==> src/verilog/mem_geom_pkg.sv <==
package mem_geom_pkg;

    // Word and line geometry of the backing memory.
    localparam int word_width     = 32;    // One store word.
    localparam int line_width     = 128;   // One fill line.
    localparam int words_per_line = line_width / word_width;

    // Width of an address as it arrives from the cache side.
    localparam int addr_bits = 32;

    // A single stored word.
    typedef logic [word_width-1:0] word_t;

    // A full fill line, word 0 in the lowest bits.
    typedef logic [line_width-1:0] line_t;

    // Word address; bits above the storage index are ignored.
    typedef logic [addr_bits-1:0] addr_t;

endpackage
==> src/verilog/mem_req_pkg.sv <==
package mem_req_pkg;

    // Kind of request taken on a clock edge.
    typedef enum logic [1:0] {
        idle  = 2'd0,    // No request this cycle.
        store = 2'd1,    // Write one word.
        load  = 2'd2     // Read back a whole line.
    } req_kind_e;

    // Registered request as seen by the word array.
    typedef struct packed {
        req_kind_e           kind;    // What to do.
        mem_geom_pkg::addr_t addr;    // Word address.
        mem_geom_pkg::word_t data;    // Store data, don't care on a load.
    } mem_req_t;

    // One stage of the fill delay line.
    typedef struct packed {
        logic                valid;   // Set for a load in flight.
        mem_geom_pkg::line_t line;    // Line read at load time.
    } fill_beat_t;

endpackage

==> src/verilog/mem_word_array.sv <==
`timescale 1ns/1ns

module mem_word_array #(
    parameter int SPACES = 128
) (
    input  logic                     clk,
    input  mem_req_pkg::mem_req_t    dec_req,
    output mem_req_pkg::fill_beat_t  exec_beat
);

    localparam int idx_width  = $clog2(SPACES);                       // Word index bits.
    localparam int wil_width  = $clog2(mem_geom_pkg::words_per_line); // Word in line bits.
    localparam int lines      = SPACES / mem_geom_pkg::words_per_line;
    localparam int line_width = idx_width - wil_width;                // Line index bits.

    logic [idx_width-1:0]  word_idx;    // Target word of a store.
    logic [line_width-1:0] line_idx;    // Line picked for a load.
    logic                  is_store;
    logic                  is_load;
    logic [SPACES-1:0]     wr_en;       // One-hot write enable.

    mem_geom_pkg::word_t words_q [SPACES];    // Word storage, no reset.
    mem_geom_pkg::line_t lines_out [lines];   // Words grouped into lines.

    // Upper address bits alias, so only the low index is used.
    assign word_idx = dec_req.addr[idx_width-1:0];
    assign line_idx = dec_req.addr[idx_width-1:wil_width];

    assign is_store = (dec_req.kind == mem_req_pkg::store);
    assign is_load  = (dec_req.kind == mem_req_pkg::load);

    // Decode the word index into a single write strobe.
    always_comb begin
        wr_en = '0;
        if (is_store) begin
            wr_en[word_idx] = 1'b1;
        end
    end

    genvar w;
    generate
        for (w = 0; w < SPACES; w++) begin : g_word
            always_ff @(posedge clk) begin
                if (wr_en[w]) begin
                    words_q[w] <= dec_req.data;
                end
            end
        end
    endgenerate

    // Word 0 of each line goes to the lowest bits.
    genvar l;
    genvar k;
    generate
        for (l = 0; l < lines; l++) begin : g_line
            for (k = 0; k < mem_geom_pkg::words_per_line; k++) begin : g_slot
                assign lines_out[l][k*mem_geom_pkg::word_width +: mem_geom_pkg::word_width] =
                    words_q[l*mem_geom_pkg::words_per_line + k];
            end
        end
    endgenerate

    // Line read in the same cycle as the request.
    always_comb begin
        exec_beat.valid = is_load;
        exec_beat.line  = lines_out[line_idx];
    end

endmodule

==> config.mk <==
export PLATFORM = sky130hd
export DESIGN_NAME = mem_word_array
export DESIGN_NICKNAME = d
export VERILOG_FILES = /design/src/verilog/mem_geom_pkg.sv /design/src/verilog/mem_req_pkg.sv /design/src/verilog/mem_word_array.sv
export SDC_FILE = /design/constraint.sdc
export NUM_CORES = 2
export LEC_CHECK = 0
export BUFFER_PORTS_ARGS = -buffer_cell sky130_fd_sc_hd__buf_2
export CAP_MARGIN = 20
export CORE_ASPECT_RATIO = 0.6
export CORE_MARGIN = 5
export CORE_UTILIZATION = 55
export DETAILED_ROUTE_END_ITERATION = 10
export HOLD_SLACK_MARGIN = 0.06
export PLACE_DENSITY_LB_ADDON = 0.3
export SYNTH_ARGS = -nofsm -noshare
export SYNTH_HDL_FRONTEND = slang
export SYNTH_SLANG_ARGS = --single-unit
==> constraint.sdc <==
create_clock -name clk -period 6.5 [get_ports clk]
set_input_delay 0.65 -clock clk [delete_from_list [all_inputs] [get_ports clk]]
set_output_delay 0.65 -clock clk [all_outputs]
set_load 0.02 [all_outputs]
==> insert_results.sql <==
INSERT INTO impl_metrics (metric_group, metric, value, unit) VALUES
('clock_tree', 'cts_repair_resize_count', '0', ''),
('synth', 'synthesized_area_fraction_occupied_by_and_or_nand_nor_cells', '0.4634', '%'),
('routing', 'wirelength', '391900', 'µm'),
('power', 'total_switching_power', '11.12', 'mW'),
('sta', 'slew_headroom', '19.58', '%'),
('finish', 'largestRegisters', 'words_q (4096)', ''),
('finish', 'area_growth_syn_to_layout', '11.99', '%'),
('synth', 'cell_types_occupying_the_most_area_after_synthesis', 'edfxtp_1 (79%), mux4_2 (19%), mux2_2 (0.93%)', ''),
('worst_setup_path', 'worst_ep_arrival_time', '4.08', 'ns'),
('sta', 'final-max-slew-violation-count', '0', ''),
('synth', 'leading_cell_type_by_number_of_instances_after_synthesis', 'edfxtp_1', ''),
('finish', 'fin_nets', '6500', ''),
('power', 'seq_power_share', '55.2', '%'),
('synth', 'syn_area', '0.1555', 'mm²'),
('sta', 'final.min_clock_period', '4.732', 'ns'),
('routing', 'drt_first_pass_iters', '5', ''),
('synth', 'synth_sequential_area_ratio', '79.09', '%'),
('floorplanning', 'io_pins', '196', ''),
('finish', 'max_flop_register', 'words_q', ''),
('routing', 'detail_route.drc_violations', '0', ''),
('synth', 'area_share_of_xor_xnor_cells_in_the_synthesized_design', '0', '%'),
('floorplanning', 'die_area', '0.2938', 'mm²'),
('sta', 'max_slew.worst_pin.slew', '1.203', 'ns'),
('power', 'finalPower', '52.70', 'mW'),
('floorplanning', 'fp.coreArea', '0.2819', 'mm²'),
('global_route', 'globalRoute.totalOverflow', '0', ''),
('floorplanning', 'rows', '151', ''),
('synth', 'synth_top_flop_cell', 'edfxtp_1', ''),
('synth', 'synthesis.area_per_instance', '25.95', 'µm²'),
('worst_setup_path', 'worst-path-buf-inv', '3', ''),
('global_route', 'grt_antenna_before_repair', '35', ''),
('power', 'swShare', '21.10', '%'),
('worst_setup_path', 'cp_dominant_cell_by_count', 'mux4_2', ''),
('clock_tree', 'cts.clk_slew.worst_paths', '0.06', 'ns'),
('power', 'max-vdd-ir-drop', '0.2563', 'mV'),
('worst_setup_path', 'cells_along_the_critical_path', 'buf_12 > buf_4 > mux4_2 > mux4_2 > mux2_2 > buf_2', ''),
('worst_setup_path', 'crit_type', 'in2out', ''),
('global_route', 'grt_first_pass_wirelength', '548600', 'µm'),
('floorplanning', 'die-width', '696.5', 'µm'),
('clock_tree', 'cts_tree', 'built', ''),
('status', 'status', 'finished clean', ''),
('clock_tree', 'cts_max_path_buffers', '4', ''),
('finish', 'drive_above_1_share', '36.20', '%'),
('floorplanning', 'die_outline_height', '421.9', 'µm'),
('min_path', 'min_path_type', 'in2reg', ''),
('clock_tree', 'cts-htree-levels', '5', ''),
('synth', 'post_synth_fa_ha_maj_area_fraction', '0', '%'),
('power', 'power_report.internal_total', '41.58', 'mW'),
('global_route', 'global_route.usage.total', '26.73', '%'),
('worst_setup_path', 'critical-path-slowest-cell', 'buf_4', ''),
('worst_setup_path', 'critPathMaxFanout', '90', ''),
('sta', 'final_hold_viol_count', '0', ''),
('synth', 'synth-edff-count', '4096', ''),
('synth', 'yosys_register_bits', '4096', ''),
('synth', 'yosys-mux-area-fraction', '19.46', '%'),
('routing', 'drt-vias-per-instance', '6.811', ''),
('routing', 'detailroute.via_count', '71523', ''),
('routing', 'antenna_violating_nets_left', '0', ''),
('clock_tree', 'post-cts-setup-buffers', '0', ''),
('power', 'portion_of_total_power_attributed_to_the_clock_network', '39.4', '%'),
('worst_setup_path', 'critical-path-max-stage-delay', '0.71', 'ns'),
('worst_setup_path', 'critical-path-top-delay-family', 'multiplexers', ''),
('sta', 'rsz_0062_raised_after_global_routing', 'no', ''),
('synth', 'synthesis.instances', '5992', ''),
('worst_setup_path', 'category_of_the_worst_setup_path_launch_point', 'input port', ''),
('worst_setup_path', 'worstSetupEndpointType', 'output pin', ''),
('synth', 'share_of_the_synthesized_area_in_compound_gates_ao_oa_aoi_oai', '0', '%'),
('place', 'gp_routability_congestion', '0.7775', ''),
('sta', 'min_period_over_period', '72.80', '%'),
('routing', 'first_iter_violations', '12162', ''),
('synth', 'post_synth_most_frequent_cells', 'edfxtp_1 (4096), mux4_2 (1280), clkbuf_1 (177)', '');
[final cells by class]
class                           count  area (µm²)
Tap cell                         3748        4690
Clock inverter                    206        1926
Timing Repair Buffer              403        3219
Sequential cell                  4096      123000
Clock buffer                      427        9260
Multi-Input combinational cell   1578       31950
Fill cell                       18267      107700
Antenna cell                       43       107.6
[cells by family (layout without fill, tap and decap cells)]
| group | count (synthesis) | in the layout |
|---|---|---|
| buffers and inverters | 318 | 1036 |
| flip-flops | 4096 | 4096 |
| multiplexers | 1408 | 1408 |
| other | 0 | 43 |
| AND/OR/NAND/NOR | 170 | 170 |
[power groups by stage]
| stage | clock (mW) | sequential (mW) | combinational [mW] |
|---|---|---|---|
| floorplan | 0 | 29.7 | 1.52 |
| finish | 20.8 | 29.1 | 2.80 |
| global route | 22.3 | 29.1 | 2.94 |
| detailed placement | 0 | 29.7 | 2.80 |
| global placement | 0 | 29.7 | 2.75 |
| CTS | 21.0 | 29.1 | 2.82 |
[metrics by stage]
| stage | hold slack [ns] | area, µm² | utilization (%) | setup WS (ns) | instances |
|---|---|---|---|---|---|
| floorplan | 0.7489 | 155500 | - | 0.9384 | 5992 |
| global placement | 0.9576 | 162600 | 57.69 | 1.745 | 9814 |
| detailed placement | 0.9755 | 162700 | 57.72 | 1.730 | 9818 |
| CTS | 0.07124 | 173900 | 61.69 | 1.733 | 10452 |
| global route | 0.09369 | 174000 | 61.74 | 1.608 | 10459 |
| finish | 0.1207 | 174200 | 61.78 | 1.768 | 10501 |
[cells in the final DEF (no fill, tap or decap)]
cell           Yosys  final
edfxtp_1        4096   4096
mux4_2          1280   1280
clkbuf_16          0    360
buf_4             29    228
buf_2             65    133
mux2_2           128    128
nor2_4             0    126
clkinv_1           0     83
clkbuf_1         177     67
clkinv_2           0     59
diode_2            0     43
bufinv_16          0     31
buf_12             0     31
nand2_1           15     15
clkinvlp_4         0     15
or3b_2             7      7
clkinv_8           0      7
nor2b_1            6      6
buf_16             0      5
nand3b_1           4      4
inv_6              0      4
buf_8              0      4
nand3_1            4      3
nor2_1           129      3
clkinv_4           0      3
and2_1             2      2
nor4_2             0      2
clkinv_16          0      2
inv_16             0      2
nand4_1            1      1
nand3_2            0      1
dlygate4sd3_1      0      1
clkbuf_8           0      1
[final timing paths]
path,slack (ns),cells past startpoint,startpoint,to
worst max-delay path,1.77,6,dec_req[34],exec_beat[80]
worst min-delay path,0.12,1,dec_req[15],words_q[1][1615]$_DFFE_PP_
[per-layer routing]
metal,global-route usage [%],part of all wire [%],vias up
met5,0,0.032,-
met4,5.415,2.2,20
met3,6.661,14,604
met2,38.24,45,5223
met1,42.66,39,38486
li1,-,-,27190
[repair_timing]
item                                    4_1_cts  5_1_grt
hold endpoints to repair                     16        0
hold buffers                                  1        0
endpoints found under the setup margin        0        0
No activity file was read; power rests on OpenSTA's default activity.
