### src/verilog/mem_geom_pkg.sv
package mem_geom_pkg;

    // Word and line geometry of the backing memory.
    localparam int word_width     = 32;    // One store word.
    localparam int line_width     = 128;   // One fill line.
    localparam int words_per_line = line_width / word_width;

    // Width of an address as it arrives from the cache side.
    localparam int addr_bits = 32;

    // A single stored word.
    typedef logic [word_width-1:0] word_t;

    // A full fill line, word 0 in the lowest bits.
    typedef logic [line_width-1:0] line_t;

    // Word address; bits above the storage index are ignored.
    typedef logic [addr_bits-1:0] addr_t;

endpackage
### src/verilog/mem_req_pkg.sv
package mem_req_pkg;

    // Kind of request taken on a clock edge.
    typedef enum logic [1:0] {
        idle  = 2'd0,    // No request this cycle.
        store = 2'd1,    // Write one word.
        load  = 2'd2     // Read back a whole line.
    } req_kind_e;

    // Registered request as seen by the word array.
    typedef struct packed {
        req_kind_e           kind;    // What to do.
        mem_geom_pkg::addr_t addr;    // Word address.
        mem_geom_pkg::word_t data;    // Store data, don't care on a load.
    } mem_req_t;

    // One stage of the fill delay line.
    typedef struct packed {
        logic                valid;   // Set for a load in flight.
        mem_geom_pkg::line_t line;    // Line read at load time.
    } fill_beat_t;

endpackage

### src/verilog/mem_req_decode.sv
`timescale 1ns/1ns

module mem_req_decode (
    input  logic                   clk,
    input  logic                   rst_n,
    input  logic                   req,
    input  logic                   store,
    input  mem_geom_pkg::addr_t    address,
    input  mem_geom_pkg::word_t    evict_data,
    output mem_req_pkg::mem_req_t  dec_req
);

    mem_req_pkg::req_kind_e next_kind;       // Classified strobe pair.
    mem_req_pkg::req_kind_e kind_q;          // Registered kind.
    mem_geom_pkg::addr_t    addr_q;          // Registered address.
    mem_geom_pkg::word_t    data_q;          // Registered store word.

    // Store when store is high, load otherwise; nothing without req.
    always_comb begin
        case ({req, store})
            2'b11:   next_kind = mem_req_pkg::store;
            2'b10:   next_kind = mem_req_pkg::load;
            default: next_kind = mem_req_pkg::idle;
        endcase
    end

    // Only the kind is control state.
    always_ff @(posedge clk) begin
        if (!rst_n) begin
            kind_q <= mem_req_pkg::idle;
        end else begin
            kind_q <= next_kind;
        end
    end

    // Payload follows the strobe and holds while idle.
    always_ff @(posedge clk) begin
        if (req) begin
            addr_q <= address;
            data_q <= evict_data;
        end
    end

    // Pack into the typed request for the array.
    always_comb begin
        dec_req.kind = kind_q;
        dec_req.addr = addr_q;
        dec_req.data = data_q;
    end

endmodule

### config.mk
export PLATFORM = sky130hd
export DESIGN_NAME = mem_req_decode
export DESIGN_NICKNAME = d
export VERILOG_FILES = /design/src/verilog/mem_geom_pkg.sv /design/src/verilog/mem_req_pkg.sv /design/src/verilog/mem_req_decode.sv
export SDC_FILE = /design/constraint.sdc
export NUM_CORES = 1
export LEC_CHECK = 0
export BUFFER_PORTS_ARGS = -buffer_cell sky130_fd_sc_hd__buf_2
export CELL_PAD_IN_SITES_DETAIL_PLACEMENT = 1
export CELL_PAD_IN_SITES_GLOBAL_PLACEMENT = 1
export CORE_MARGIN = 2
export CORE_UTILIZATION = 35
export CTS_CLUSTER_SIZE = 12
export DETAILED_ROUTE_END_ITERATION = 7
export PLACE_DENSITY = 0.87
export SYNTH_ARGS = -nofsm -noshare
export SYNTH_HDL_FRONTEND = slang
export SYNTH_SLANG_ARGS = --single-unit
### constraint.sdc
create_clock -name clk -period 0.9 [get_ports clk]
set_clock_uncertainty 0.15 [all_clocks]
set_input_delay 0.18 -clock clk [delete_from_list [all_inputs] [get_ports clk]]
set_output_delay 0.18 -clock clk [all_outputs]
set_load 0.02 [all_outputs]
==> impl_metrics.csv, run 1 <==
group,metric,value,unit
synth,synthArstFlopShare,0,
drt,route.met3.wl,575,µm
worst_setup_path,worst-path-max-fanout,1,
pwr,p_leak,1.77,nW
drt,via_per_inst,4.28,
clock_tree,cts_max_level,3,
drt,vias,1494,
clock_tree,cts-buffers-inserted,9,
global_routing,grt_max_degree,36,
floorplan,die-width,79.2,µm
floorplan,core,5470,µm²
global_routing,grt_pass1_wl,9540,µm
synth,yosysMostFrequentCell,"edfxtp_1",
global_routing,first_global_vias,1782,
drt,drt_first_iter_violations,49,
drt,detail_route.wl_per_cell,19.6,µm
synth,yosys-top-cells-area,"edfxtp_1 97%, dfxtp_1 2.0%, and3b_1 0.44%",
finish,num_antenna_cells,0,
clock_tree,ctsLongestPathBuffers,2,
synth,synth_nets,136,
timing,slew_viol_final,0,
synth,netlist_area,1980,µm²
timing,fin_hold_ws,-0.0479,ns
drt,drcViolationCount,0,
synth,synth-simple-area-share,0.00822,
synth,synth_top_cell_by_area,"edfxtp_1",
synth,yosysWarnings,0,
clock_tree,clock_sinks,66,
worst_setup_path,crit_family,"flip-flops",
global_routing,antenna_found_initial,0,
synth,synth_fa_ha_area_frac,0,
synth,muxShareOfSynthArea,0,
synth,synth_edf_count,64,
finish,nets,340,
floorplan,die_area,6270,µm²
timing,post-route-period-util,1.41,
worst_setup_path,critPathArrivalTime,0.94,ns
clock_tree,postCtsHoldBufs,64,
finish,syn2layout_area_growth,100,%
timing,fmax,790,MHz
worst_setup_path,crit_path_cell_trace,"buf_2",
global_routing,grt_overflow,0,
outcome,status,"finished, violations left",
synth,ys_seq_area_frac,0.992,
synth,synth_top_family_by_area,"simple AND/OR/NAND/NOR gates",
synth,synth_compound_area_frac,0,
finish,drive_gt1_frac,0.520,
synth,synth_seq_cells,66,
timing,fin_tns_setup,-20.15,ns
timing,worst_slack,-0.366,ns
worst_setup_path,slowest_delay,0.41,ns
synth,netlist_instances,68,
synth,synth_top_area_share,0.972,
hold_path,min_path_type,"in -> reg",
timing,final.min_clock_period,1.27,ns
drt,dr_wl_met2,3900,µm
clock_tree,path_clk_slew,0.07,ns
synth,postSynthAreaPerCell,29.1,µm²
drt,drt_first_pass_iters,4,
global_routing,grt_util_all_layers,0.217,
clock_tree,cts_tree,"yes",
worst_setup_path,critPathRequiredTime,0.57,ns
drt,wl_met1,2210,µm
pwr,power_density,1860,nW/µm²
floorplan,ios,134,
finish,utilization,0.723,
worst_setup_path,crit_buf_inv,1,
placement,hpwl,3540,µm
floorplan,initial_core_util,0.361,
timing,tightest_slew,0.184,ns
floorplan,die_y,79.2,µm
pwr,ir_drop,0.00133,V
timing,maxSlewHeadroom,0.877,
worst_setup_path,crit_type,"reg -> out",
drt,dr.max_layer_used,"met4",
synth,synth_ff_type,"edfxtp_1",
timing,rsz0062_at_grt,"yes",
synth,synth_xor_area_frac,0,
drt,routed_wl,6830,µm
synth,synth_cell_types,4,
worst_setup_path,startpoint_type,"flip-flop",
placement,io_buffer_count,133,
worst_setup_path,cpMaxStageDelayCell,"edfxtp_1",
timing,final_hold_viol_count,2,
drt,postRouteAntennaNets,0,
run,cap_violations,0,
synth,synth_common_cells,"64 x edfxtp_1, 2 x dfxtp_1, 1 x and3_2, 1 x and3b_1",
outcome,violations,"hold timing, setup timing",
placement,gp_congestion,0.678,
floorplan,row_count,27,
clock_tree,clock-root-buffer,"clkbuf_8",
timing,setup_viol,80,
pwr,totalPowerFinal,7.35,mW
worst_setup_path,endpoint_kind,"primary output",
## kinds of logic after synthesis
group / Yosys count
flops: 66
simple gates: 2
## stage by stage
step	instance area [µm²]	instances	worst slack, ns
2_1_floorplan	1980	68	0.121
3_3_place_gp	2770	275	-0.102
3_5_place_dp	2770	275	-0.114
4_1_cts	3760	355	-0.351
5_1_grt	3960	349	-0.393
6_report	3960	349	-0.366
## metal layers
metal	vias to the layer above	global-route usage
met5	-	0
met4	0	0.0931
met3	12	0.0807
met2	93	0.422
met1	707	0.196
li1	682	-
## flip-flops by register name (all words and copies together) (netlist names)
register and flops:
addr_q 32, data_q 32, kind_q 2
## final timing paths
path / to / cells after the start / start / slack (ns)
max: dec_req[13] / 1 / data_q[13] / -0.37
min: kind_q[1] / 2 / rst_n / -0.05
## layout by cell type, fill, tap and decap left out
cell and instances:
bufinv_16 1, dfxtp_2 2, edfxtp_1 64, and3_2 1, buf_2 71, dlymetal6s4s_1 14, clkbuf_8 9, buf_6 56
clkinvlp_4 2, and3b_1 1, clkinv_1 4, buf_12 2, dlygate4sd3_1 50
## where the power goes
part	leakage (nW)	internal, mW	switching, mW
clock network	0.0854	1.24	1.12
registers	0.644	3.64	0.117
logic	1.04	0.677	0.555
total	1.77	5.56	1.80
## cell type report
type / count / area, µm²
well taps: 72 / 90.1
clock inverters: 7 / 60.1
clock buffers: 9 / 124
repair buffers: 193 / 1700
multi-input cells: 2 / 16.3
fillers: 491 / 1520
flip-flops and latches: 66 / 1960
## timing repair
item / 4_1_cts / 5_1_grt
gates resized for setup: 52 / 76
cloned: 0 / 0
buffers inserted: 0 / 0
pin swaps: 0 / 0
endpoints found under the setup margin: 66 / 86
hold endpoints to repair: 66 / 2
Power figures use the tool's default switching activity.
==> run 2, diff against run 1 <==
Settings changed: CORE_UTILIZATION 35 to 32, PLACE_DENSITY 0.87 to 0.81.
Clock period 0.9 ns to 1.4 ns, I/O delays scaled along.
==> impl_metrics.csv, run 2 (synthesis gave the netlist of run 1 again) <==
group,metric,value,unit
drt,vias,1504,
drt,postRouteAntennaNets,0,
finish,final_common_cell,"buf_2",
drt,via_per_inst,4.20,
finish,top_regs,"addr_q x32, data_q x32, kind_q x2",
pwr,ir_drop,0.000593,V
global_routing,first_global_vias,1670,
floorplan,initial_core_util,0.332,
floorplan,die-width,82.6,µm
timing,slew_viol_final,0,
pwr,p_leak,1.55,nW
finish,layout_common_cells,"133 x buf_2, 64 x edfxtp_1, 64 x dlygate4sd3_1, 9 x clkbuf_8, 3 x clkbuf_1",
worst_setup_path,crit_type,"reg -> out",
finish,multiInputGateArea,16.3,µm²
timing,final_hold_viol_count,0,
timing,fmax,748,MHz
timing,fin_hold_ws,0.0521,ns
clock_tree,cts-resized-gates,0,
pwr,power_density,1240,nW/µm²
drt,detail_route.wl_per_cell,16.1,µm
global_routing,grt_util_all_layers,0.172,
finish,nets,346,
clock_tree,path_clk_slew,0.07,ns
hold_path,min_from,"rst_n",
global_routing,antenna_found_initial,0,
global_routing,grt_overflow,0,
timing,rsz0062_at_grt,"no",
clock_tree,clock-root-buffer,"clkbuf_8",
drt,routed_wl,5750,µm
placement,dp_cells,278,
clock_tree,cts_max_level,3,
worst_setup_path,crit_family,"flip-flops",
clock_tree,cts-buffers-inserted,9,
clock_tree,ctsLongestPathBuffers,2,
timing,setup_viol,0,
timing,maxSlewHeadroom,0.799,
placement,hpwl,3350,µm
finish,finalNonFillerCells,358,
hold_path,min_to,"kind_q[1]",
finish,drive_gt1_frac,0.519,
clock_tree,cts_tree,"yes",
floorplan,core,5960,µm²
run,cap_violations,0,
placement,io_buffer_count,133,
outcome,status,"finished clean",
worst_setup_path,cpMaxStageDelayCell,"edfxtp_1",
finish,regArea,1960,µm²
drt,drt_first_pass_iters,4,
timing,tightest_slew,0.302,ns
worst_setup_path,critPathArrivalTime,0.91,ns
worst_setup_path,startpoint_type,"flip-flop",
worst_setup_path,crit_buf_inv,1,
floorplan,row_count,28,
worst_setup_path,endpoint_kind,"primary output",
global_routing,grt_pass1_wl,8060,µm
finish,n_fill_cell,594,
finish,syn2layout_area_growth,81.2,%
hold_path,min_delay_path_depth,2,
worst_setup_path,worst-path-max-fanout,1,
pwr,totalPowerFinal,4.46,mW
clock_tree,clock_sinks,66,
hold_path,min_path_type,"in -> reg",
worst_setup_path,crit_path_cell_trace,"buf_2",
global_routing,grt_max_degree,43,
floorplan,die_area,6830,µm²
floorplan,ios,134,
floorplan,die_y,82.6,µm
worst_setup_path,critPathRequiredTime,0.97,ns
timing,final.min_clock_period,1.34,ns
finish,num_antenna_cells,0,
timing,post-route-period-util,0.955,
drt,drcViolationCount,0,
timing,fin_tns_setup,0,ns
finish,utilization,0.602,
worst_setup_path,slowest_delay,0.41,ns
placement,gp_congestion,0.635,
drt,drt_first_iter_violations,49,
==> run 2: worst max-delay path by stage <==
stage / startpoint / to / slack (ns) / depth (start not counted)
after floorplan: data_q[0] / dec_req[0] / 0.52 / 0
after global placement: req / data_q[21] / 0.23 / 2
after detailed placement: req / addr_q[12] / 0.20 / 2
after CTS: addr_q[14] / dec_req[46] / 0.07 / 1
after global routing: data_q[8] / dec_req[8] / 0.03 / 1
final: data_q[8] / dec_req[8] / 0.06 / 1
==> run 2: area by class of cell <==
type | count | share of cell area
sequential | 66 | 0.547
timing repair buffer | 199 | 0.372
clock buffer | 12 | 0.0377
tap | 75 | 0.0262
clock inverter | 4 | 0.0119
multi-input combinational | 2 | 0.00454
==> run 2: metrics by stage <==
step           instance area, µm²  worst slack (ns)
4_1_cts                      3580            0.0717
2_1_floorplan                1980             0.521
3_5_place_dp                 2770             0.198
5_1_grt                      3580            0.0312
6_report                     3580            0.0630
3_3_place_gp                 2770             0.228
==> run 2: power breakdown <==
part / internal, mW / leakage, nW / total, mW / switching [mW]
Sequential: 2.34 / 0.643 / 2.37 / 0.0385
Combinational: 0.287 / 0.819 / 0.631 / 0.343
Clock: 0.810 / 0.0894 / 1.46 / 0.646
==> run 2: layer usage <==
metal	up-vias	global-route usage	share of wire
met3	21	0.0652	0.096
met5	-	0	0
met2	95	0.311	0.53
li1	693	-	-
met4	0	0.107	0.033
met1	695	0.163	0.34
==> run 2: repair_timing <==
item                                   4_1_cts  5_1_grt
hold buffers                                64        0
setup buffers                                0        0
endpoints found under the hold margin       64        0
