===== src/verilog/mem_geom_pkg.sv =====
package mem_geom_pkg;

    // Word and line geometry of the backing memory.
    localparam int word_width     = 32;    // One store word.
    localparam int line_width     = 128;   // One fill line.
    localparam int words_per_line = line_width / word_width;

    // Width of an address as it arrives from the cache side.
    localparam int addr_bits = 32;

    // A single stored word.
    typedef logic [word_width-1:0] word_t;

    // A full fill line, word 0 in the lowest bits.
    typedef logic [line_width-1:0] line_t;

    // Word address; bits above the storage index are ignored.
    typedef logic [addr_bits-1:0] addr_t;

endpackage

===== src/verilog/mem_req_pkg.sv =====
package mem_req_pkg;

    // Kind of request taken on a clock edge.
    typedef enum logic [1:0] {
        idle  = 2'd0,    // No request this cycle.
        store = 2'd1,    // Write one word.
        load  = 2'd2     // Read back a whole line.
    } req_kind_e;

    // Registered request as seen by the word array.
    typedef struct packed {
        req_kind_e           kind;    // What to do.
        mem_geom_pkg::addr_t addr;    // Word address.
        mem_geom_pkg::word_t data;    // Store data, don't care on a load.
    } mem_req_t;

    // One stage of the fill delay line.
    typedef struct packed {
        logic                valid;   // Set for a load in flight.
        mem_geom_pkg::line_t line;    // Line read at load time.
    } fill_beat_t;

endpackage


===== src/verilog/mem_fill_pipe.sv =====
`timescale 1ns/1ns

module mem_fill_pipe #(
    parameter int DATA_TRANSFER_TIME = 5
) (
    input  logic                     clk,
    input  logic                     rst_n,
    input  mem_req_pkg::fill_beat_t  exec_beat,
    output mem_req_pkg::fill_beat_t  result_beat
);

    // The decode register takes one cycle of the transfer time.
    localparam int stages = DATA_TRANSFER_TIME - 1;

    logic [stages-1:0]   valid_q;             // One flag per load in flight.
    mem_geom_pkg::line_t line_q [stages];     // Line data per stage.

    // Valid chain is control state and is cleared.
    always_ff @(posedge clk) begin
        if (!rst_n) begin
            valid_q <= '0;
        end else begin
            valid_q[0] <= exec_beat.valid;
            for (int i = 1; i < stages; i++) begin
                valid_q[i] <= valid_q[i-1];
            end
        end
    end

    // Data moves every cycle; only the valid flag matters.
    always_ff @(posedge clk) begin
        line_q[0] <= exec_beat.line;
        for (int i = 1; i < stages; i++) begin
            line_q[i] <= line_q[i-1];
        end
    end

    // Last stage is the response.
    always_comb begin
        result_beat.valid = valid_q[stages-1];
        result_beat.line  = line_q[stages-1];
    end

endmodule


===== config.mk =====
export PLATFORM = sky130hd
export DESIGN_NAME = mem_fill_pipe
export DESIGN_NICKNAME = d
export VERILOG_FILES = /design/src/verilog/mem_geom_pkg.sv /design/src/verilog/mem_req_pkg.sv /design/src/verilog/mem_fill_pipe.sv
export SDC_FILE = /design/constraint.sdc
export NUM_CORES = 1
export LEC_CHECK = 0
export CORE_MARGIN = 2
export CORE_UTILIZATION = 23
export CTS_CLUSTER_DIAMETER = 40
export DETAILED_ROUTE_END_ITERATION = 16
export DONT_BUFFER_PORTS = 1
export RECOVER_POWER = 100
export SYNTH_ARGS = -nofsm -noshare
export SYNTH_HDL_FRONTEND = slang
export SYNTH_SLANG_ARGS = --single-unit

===== constraint.sdc =====
create_clock -name clk -period 0.8 [get_ports clk]
set_input_delay 0.08 -clock clk [delete_from_list [all_inputs] [get_ports clk]]
set_output_delay 0.08 -clock clk [all_outputs]
set_load 0.02 [all_outputs]

==> reports/results.tsv, run 1 <==
stage	metric	value	unit
placement	gp_congestion	0.6811	
logic_synthesis	seq_area_frac_synth	0.9969	
run_status	violations	setup timing	
detailed_routing	drtAntennaViolNets	0	
global_routing	antenna_found_initial	2	
cts	postCtsSetupRepairBufs	0	
floorplan	core	44320	um^2
logic_synthesis	synth_fa_ha_area_frac	0	
power_and_ir_drop	p_per_area	3844	nW/um^2
sta	finalClockSkew	0.01373	ns
global_routing	grtUsageTotal	0.08458	
sta	holdWs	0.05150	ns
floorplan	chipWidth	216.3	um
logic_synthesis	syn_inst	521	
min_path	hold_path_class	input pin to register	
logic_synthesis	syn-num-nets	652	
detailed_routing	dr.pass1.iters	4	
logic_synthesis	synth_cell_types	3	
sta	finalWorstSetupSlack	-0.2551	ns
final_layout	fin_cells	1440	
power_and_ir_drop	ir_worst_vdd	0.002129	V
floorplan	start_util	0.2338	
sta	min_period	1.055	ns
cts	cts.path.max_buffers	3	
cts	cts_tree	yes	
detailed_routing	via_per_inst	3.153	
detailed_routing	vias	4540	
cts	cts_made_buffers	74	
cts	path_clk_slew	0.06	ns
run_status	status	finished, violations left	
cts	cts-root-buf	clkbuf_16	
sta	fin_crit_sh	1.319	
detailed_routing	wl	19550	um
global_routing	overflow	0	
sta	tightestPinTransition	0.1369	ns
sta	rsz0062_at_grt	true	
logic_synthesis	synthMuxAreaShare	0	
floorplan	rows	77	
logic_synthesis	synth-seq-cells	516	
worst_setup_path	crit_type	register to output port	
logic_synthesis	synth_compound_area_frac	0	
sta	fmax	0.9478	GHz
global_routing	grt_max_degree	16	
worst_setup_path	cp_max_fo	1	
sta	hold_viol_final	0	
min_path	hold_start	exec_beat[92]	
job	max_cap_viol_count	0	
logic_synthesis	synth_top_cell_by_area	dfxtp_1	
sta	setup_tns	-30.78	ns
worst_setup_path	critPathRequiredTime	0.72	ns
placement	dp.final_hpwl	10700	um
logic_synthesis	synthSimpleGateAreaFrac	0.002415	
detailed_routing	drc_errors	0	
cts	clock-sinks	516	
logic_synthesis	synth_top_family_by_area	simple AND/OR/NAND/NOR gates	
cts	cts_htree_levels	3	
sta	slew_violations	0	
sta	finalSetupViolCount	129	
logic_synthesis	yosys.area.top_type_share	0.9969	
logic_synthesis	netlist_area	10360	um^2
final_layout	fin_nets	916	
logic_synthesis	syn_area_per_cell	19.89	um^2
floorplan	design.die.area	46770	um^2
worst_setup_path	end_kind	output port	
worst_setup_path	crit_path_start_kind	register	
floorplan	die_h	216.3	um
detailed_routing	wl_per_cell	13.57	um
worst_setup_path	crit_path_start	line_q[3][21]	
worst_setup_path	crit_arrival	0.98	ns
global_routing	first_global_vias	5115	
final_layout	area_growth	55.65	%
sta	max_slew_margin	0.9087	
logic_synthesis	synthTopCellsByArea	dfxtp_1 (100%), and2_1 (0.24%), buf_4 (0.072%)	
cts	insertion_delay	0.59	ns
worst_setup_path	r2r_slack	0.26	ns
logic_synthesis	synthXorXnorAreaFrac	0	
final_layout	drive_gt1_frac	0.3050	
logic_synthesis	synth_warnings	0	
placement	numPortBuffers	0	
global_routing	grt_pass1_wl	29240	um
placement	dp.cells	1112	
power_and_ir_drop	leakagePower	6.491	nW
final_layout	final_common_cell	dfxtp_1	
worst_setup_path	rr_startpoint	valid_q[0]	
power_and_ir_drop	power	0.06200	W
detailed_routing	drt_iter0_drc	83	
floorplan	ios	260	
final_layout	layout_common_cells	dfxtp_1 (387), dlygate4sd3_1 (189), dfxtp_4 (129)	
## layout make-up
type                       count  area (um^2)
antenna                        2        5.005
sequential                   516        10810
clock buffer                  89         2001
clock inverter                48        651.9
multi-input combinational      4        25.02
timing repair buffer         189         1892
fill                        4068        28190
tap                          592        740.7
## registers in the layout, summed over array words and instances, names as in the netlist
register and cells:
line_q 512, valid_q 4
## Yosys cell counts, drive strengths merged
cell type  count
dfxtp        516
and2           4
buf            1
## metrics by stage
| step | area [um^2] | utilization | setup WS (ns) |
|---|---|---|---|
| final | 16130 | 0.3639 | -0.2551 |
| after global routing | 16130 | 0.3639 | -0.3222 |
| after CTS | 16110 | 0.3636 | -0.3187 |
| after detailed placement | 11100 | 0.2504 | 0.2129 |
| after global placement | 11100 | 0.2504 | 0.2141 |
| after floorplan | 10360 | - | 0.2844 |
## repair_timing
action	in CTS	in global routing
hold buffers	188	1
gates resized for setup	258	0
endpoints found under the hold margin	132	1
endpoints found under the setup margin	129	129
## per-layer routing
layer,routed length (um),track usage
met1,7653,0.08555
met2,9063,0.1334
met3,1920,0.04954
met4,907,0.05320
met5,0,0
## power by group
part	switching, W	leakage, nW	internal (W)	total [W]
combinational	0.000157	0.799	0.000612	0.000769
sequential	0.000884	4.40	0.0269	0.0278
clock	0.0128	1.29	0.0206	0.0334
total	0.0138	6.49	0.0482	0.0620
## cells by family (layout without fill, tap and decap cells)
logic type | after synthesis | after routing
buf+inv | 1 | 326
flops | 516 | 516
simple gates | 4 | 4
other cells | 0 | 2
## final timing paths
check,cells past startpoint,end
max,0,result_beat[21]
min,1,line_q[0][92]
max reg2reg,1,valid_q[1]
min reg2reg,0,line_q[3][32]
No activity file was read; power rests on OpenSTA's default activity.
==> run 2, diff against run 1 <==
Settings changed: PLACE_DENSITY set to 0.46.
==> reports/results.tsv, run 2 (synthesis results as in run 1) <==
stage	metric	value	unit	change
global_routing	first_global_vias	4752		-7.1%
cts	cts_htree_levels	3		unchanged
final_layout	fin_nets	887		-3.2%
global_routing	grt_pass1_wl	26790	um	-8.4%
final_layout	largest_reg_flops	512		unchanged
worst_setup_path	r2r_slack	0.25	ns	about the same
global_routing	antenna_found_initial	5		+3
global_routing	grt_max_degree	16		unchanged
power_and_ir_drop	p_per_area	3868	nW/um^2	+0.61%
worst_setup_path	end_kind	output port		
final_layout	regMostFlops	line_q		
min_path	holdPathStages	1		unchanged
floorplan	design.die.area	46770	um^2	unchanged
cts	cts.path.max_buffers	3		unchanged
cts	path_clk_slew	0.06	ns	about the same
sta	min_period	1.051	ns	-0.004420 ns
sta	slew_violations	0		unchanged
cts	cts_tree	yes		
detailed_routing	drtAntennaViolNets	0		unchanged
final_layout	drive_gt1_frac	0.3190		+0.01405
worst_setup_path	crit_arrival	0.97	ns	about the same
final_layout	area_growth	52.16	%	
sta	finalSetupViolCount	129		unchanged
detailed_routing	wl_met1	7167	um	-6.4%
sta	rsz0062_at_grt	true		
placement	pre_cts_ws	0.2163	ns	+0.003447 ns
worst_setup_path	cp.depth	0		unchanged
power_and_ir_drop	ir_worst_vdd	0.002331	V	+9.5%
detailed_routing	wl_per_cell	12.54	um	-7.6%
run_status	status	finished, violations left		
worst_setup_path	rr_endpoint	valid_q[1]		
worst_setup_path	crit_path_start	line_q[3][102]		
detailed_routing	vias	4373		-3.7%
sta	tightestPinTransition	0.1357	ns	-0.001240 ns
floorplan	ios	260		unchanged
detailed_routing	wl_met3	1977	um	+3.0%
worst_setup_path	reg2reg_depth	1		unchanged
sta	finalWorstSetupSlack	-0.2507	ns	+0.004420 ns
global_routing	grtUsageTotal	0.07779		-0.006785
cts	cts_made_buffers	74		unchanged
placement	numPortBuffers	0		unchanged
power_and_ir_drop	power	0.06098	W	-1.6%
detailed_routing	via_per_inst	3.099		-1.7%
cts	clock-sinks	516		unchanged
detailed_routing	wl_met2	7578	um	-16%
final_layout	layout_common_cells	dfxtp_1 (387), dlygate4sd3_1 (160), dfxtp_4 (129)		
final_layout	fillers	4140		+1.8%
detailed_routing	routed.top_layer	met5		
sta	finalClockSkew	0.009537	ns	-0.004188 ns
worst_setup_path	crit_path_start_kind	register		
worst_setup_path	cp_max_fo	1		unchanged
floorplan	core	44320	um^2	unchanged
sta	hold_viol_final	0		unchanged
min_path	hold_path_class	input pin to register		
detailed_routing	wl	17690	um	-9.5%
worst_setup_path	crit_end	result_beat[102]		
floorplan	rows	77		unchanged
final_layout	final_common_cell	dfxtp_1		
final_layout	reg.largest.list	line_q (512), valid_q (4)		
worst_setup_path	critPathRequiredTime	0.72	ns	about the same
sta	max_slew_margin	0.9096		about the same
global_routing	overflow	0		unchanged
detailed_routing	dr.pass1.iters	3		-1
cts	insertion_delay	0.58	ns	about the same
placement	dp.final_hpwl	10240	um	-4.2%
run_status	violations	setup timing		
power_and_ir_drop	leakagePower	6.346	nW	-2.2%
cts	postCtsSetupRepairBufs	0		unchanged
worst_setup_path	rr_startpoint	valid_q[0]		
sta	fmax	0.9518	GHz	+0.42%
floorplan	die_h	216.3	um	unchanged
sta	setup_tns	-29.28	ns	+1.503 ns
floorplan	start_util	0.2338		unchanged
placement	gp_congestion	0.6724		-1.3%
detailed_routing	drt_iter0_drc	163		+96%
detailed_routing	drc_errors	0		unchanged
cts	cts-root-buf	clkbuf_16		
floorplan	chipWidth	216.3	um	unchanged
sta	fin_crit_sh	1.313		-0.005525
job	max_cap_viol_count	0		unchanged
worst_setup_path	crit_type	register to output port		
==> run 2: cell count changes in the layout (fill, tap and decap cells not counted), sizes merged <==
cell,delta
diode,+2
inv,+1
bufinv,-1
clkinvlp,+1
dlygate4sd3,-29
clkinv,+3
clkbuf,-6
==> run 2: timing repair <==
| item | in CTS | in global routing |
|---|---|---|
| endpoints found under the setup margin | 129 | 129 |
| hold buffers | 159 | 1 |
| resized for setup | 258 | 0 |
| hold endpoints to repair | 132 | 1 |
| cloned | 0 | 0 |
| pin swaps | 0 | 0 |
==> run 2: worst min-delay path by stage <==
stage / slack [ns] / endpoint / from
3_3_place_gp: 0.11 / line_q[0][101] / exec_beat[101]
5_1_grt: 0.002 / line_q[0][84] / exec_beat[84]
4_1_cts: 0.0001 / line_q[0][51] / exec_beat[51]
2_1_floorplan: 0.11 / line_q[0][0] / exec_beat[0]
6_report: 0.05 / line_q[0][65] / exec_beat[65]
3_5_place_dp: 0.11 / line_q[0][40] / exec_beat[40]
==> run 2: per-stage QoR <==
stage,util,instances,hold slack (ns),area (um^2)
2_1_floorplan,-,521,0.1077,10360
3_3_place_gp,0.2504,1112,0.1078,11100
3_5_place_dp,0.2504,1112,0.1078,11100
4_1_cts,0.3553,1406,0.0001427,15750
5_1_grt,0.3557,1410,0.002496,15770
6_report,0.3558,1411,0.04920,15770
==> run 2: report_power, final <==
| group | internal, W | switching (W) |
|---|---|---|
| clock network | 0.0201 | 0.0125 |
| logic | 0.000520 | 0.000126 |
| registers | 0.0269 | 0.000850 |
| total | 0.0475 | 0.0134 |
==> run 2: cell type report <==
| class | count | area, um^2 | area share |
|---|---|---|---|
| tap | 592 | 740.7 | 0.04698 |
| antenna | 4 | 10.01 | 0.0006348 |
| timing repair buffer | 160 | 1602 | 0.1016 |
| clock inverter | 52 | 606.8 | 0.03849 |
| multi-input combinational | 4 | 25.02 | 0.001587 |
| clock buffer | 83 | 1969 | 0.1249 |
| sequential | 516 | 10810 | 0.6858 |
==> run 2: metal layers <==
layer  global-route usage  vias up
li1                     -     2128
met4              0.05594        2
met2               0.1095      219
met3              0.05039       77
met5                    0        -
met1              0.08392     1947
==> run 3, diff against run 2 <==
--- a/config.mk
+++ b/config.mk
@@ -6,4 +6,5 @@
 export NUM_CORES = 1
 export LEC_CHECK = 0
+export CAP_MARGIN = 10
 export CORE_MARGIN = 2
 export CORE_UTILIZATION = 23
==> constraint.sdc (replaced) <==
create_clock -name clk -period 0.8 [get_ports clk]
set_input_delay 0.04 -clock clk [delete_from_list [all_inputs] [get_ports clk]]
set_output_delay 0.04 -clock clk [all_outputs]
set_load 0.02 [all_outputs]
==> reports/results.tsv, run 3 (synthesis results as in run 1) <==
stage	metric	value	unit	change
detailed_routing	drt_iter0_drc	117		-28%
sta	hold_viol_final	0		unchanged
detailed_routing	wl_met3	2058	um	+4.1%
detailed_routing	wl_met2	8235	um	+8.7%
floorplan	die_h	216.3	um	unchanged
worst_setup_path	crit_arrival	0.96	ns	about the same
cts	clock-sinks	516		unchanged
cts	cts.path.max_buffers	3		unchanged
placement	numPortBuffers	0		unchanged
detailed_routing	drtAntennaViolNets	0		unchanged
sta	max_slew_margin	0.9061		-0.003438
sta	min_period	0.9982	ns	-0.05247 ns
worst_setup_path	crit_type	register to output port		
global_routing	overflow	0		unchanged
final_layout	area_growth	60.28	%	
floorplan	chipWidth	216.3	um	unchanged
final_layout	regMostFlops	line_q		
detailed_routing	wl_per_cell	12.49	um	-0.36%
sta	finalClockSkew	0.009634	ns	+0.00009664 ns
worst_setup_path	end_kind	output port		
power_and_ir_drop	ir_worst_vdd	0.002382	V	+2.2%
floorplan	start_util	0.2338		unchanged
power_and_ir_drop	leakagePower	6.687	nW	+5.4%
cts	postCtsSetupRepairBufs	0		unchanged
power_and_ir_drop	clockPowerShare	0.530		-0.004
power_and_ir_drop	p_switching	0.01344	W	about the same
sta	slew_violations	0		unchanged
final_layout	layout_common_cells	dfxtp_1 (387), dlygate4sd3_1 (245), dfxtp_4 (129)		
power_and_ir_drop	p_per_area	3688	nW/um^2	-4.6%
detailed_routing	routed.top_layer	met5		
detailed_routing	wl_met1	7402	um	+3.3%
final_layout	fillers	4053		-2.1%
sta	holdWs	0.05178	ns	+0.002578 ns
sta	fmax	1.002	GHz	+5.3%
sta	tightestPinTransition	0.1404	ns	+0.004694 ns
cts	cts_tree	yes		
sta	setup_tns	-23.90	ns	+5.382 ns
detailed_routing	wl	18600	um	+5.1%
global_routing	antenna_found_initial	4		-1
power_and_ir_drop	seqPwrFrac	0.454		-0.002
floorplan	rows	77		unchanged
sta	finalWorstSetupSlack	-0.1982	ns	+0.05247 ns
job	max_cap_viol_count	0		unchanged
detailed_routing	drc_errors	0		unchanged
final_layout	reg.largest.list	line_q (512), valid_q (4)		
power_and_ir_drop	p_int	0.04782	W	+0.59%
global_routing	grt_max_degree	16		unchanged
cts	cts_made_buffers	73		-1.4%
global_routing	grtUsageTotal	0.08213		+0.004338
floorplan	ios	260		unchanged
detailed_routing	dr.pass1.iters	3		unchanged
run_status	violations	setup timing		
cts	insertion_delay	0.57	ns	about the same
final_layout	drive_gt1_frac	0.2868		-0.03219
cts	cts_htree_levels	3		unchanged
min_path	hold_path_class	input pin to register		
final_layout	fin_nets	971		+9.5%
cts	cts-root-buf	clkbuf_16		
placement	dp.final_hpwl	10380	um	+1.3%
final_layout	largest_reg_flops	512		unchanged
global_routing	first_global_vias	5232		+10%
floorplan	design.die.area	46770	um^2	unchanged
cts	path_clk_slew	0.06	ns	about the same
final_layout	final_common_cell	dfxtp_1		
worst_setup_path	crit_path_start_kind	register		
sta	finalSetupViolCount	129		unchanged
placement	gp_congestion	0.6559		-2.5%
sta	rsz0062_at_grt	true		
detailed_routing	vias	4645		+6.2%
worst_setup_path	cp_max_fo	1		unchanged
power_and_ir_drop	sw_frac_of_total	0.2194		-0.001075
power_and_ir_drop	power_frac_comb	0.016		+0.005
run_status	status	finished, violations left		
global_routing	grt_pass1_wl	28900	um	+7.9%
detailed_routing	via_per_inst	3.120		+0.66%
sta	fin_crit_sh	1.248		-0.06559
worst_setup_path	critPathRequiredTime	0.76	ns	+0.04 ns
floorplan	core	44320	um^2	unchanged
==> run 3: what timing repair did <==
| item | 4_1_cts | 5_1_grt |
|---|---|---|
| pin swaps | 0 | 0 |
| endpoints found under the hold margin | 132 | 0 |
| gates resized for setup | 258 | 0 |
| hold buffers | 245 | 0 |
| endpoints found under the setup margin | 129 | 129 |
==> run 3: layer usage <==
| metal | GRT usage | vias to the layer above |
|---|---|---|
| li1 | - | 2279 |
| met1 | 0.08734 | 2077 |
| met2 | 0.1223 | 207 |
| met3 | 0.05137 | 76 |
| met4 | 0.05091 | 6 |
| met5 | 0 | - |
==> run 3: stage by stage <==
stage	total power [W]	std cells	utilization	instance area, um^2	setup slack [ns]
after CTS	0.06229	1488	0.3747	16610	-0.2579
after floorplan	0.02831	521	-	10360	0.2844
after global routing	0.06373	1488	0.3747	16610	-0.2609
after global placement	0.02851	1112	0.2504	11100	0.2611
final	0.06126	1489	0.3748	16610	-0.1982
after detailed placement	0.02853	1112	0.2504	11100	0.2695
==> run 3: power by group through the flow <==
| stage | sequential (W) | clock (W) | combinational, W |
|---|---|---|---|
| 3_3_place_gp | 0.0285 | 0 | 0.00000508 |
| 6_report | 0.0278 | 0.0325 | 0.000982 |
| 2_1_floorplan | 0.0283 | 0 | 0.00000640 |
| 3_5_place_dp | 0.0285 | 0 | 0.00000456 |
| 4_1_cts | 0.0278 | 0.0335 | 0.000974 |
| 5_1_grt | 0.0279 | 0.0348 | 0.00105 |
==> run 3: cell type report <==
| class | instances | area [um^2] | share of cell area |
|---|---|---|---|
| diodes | 1 | 2.502 | 0.0001507 |
| clock buffers | 83 | 1979 | 0.1192 |
| repair buffers | 245 | 2452 | 0.1477 |
| clock inverters | 48 | 594.3 | 0.03578 |
| flip-flops and latches | 516 | 10810 | 0.6511 |
| multi-input cells | 4 | 25.02 | 0.001507 |
| well taps | 592 | 740.7 | 0.04460 |
==> run 3: final timing paths <==
path,from,to,slack [ns],cells past startpoint
worst min-delay path,exec_beat[104],line_q[0][104],0.05,1
worst min register to register,line_q[1][97],line_q[2][97],0.32,0
worst max-delay path,line_q[3][14],result_beat[14],-0.20,0
worst max register to register,valid_q[2],valid_q[3],0.26,1
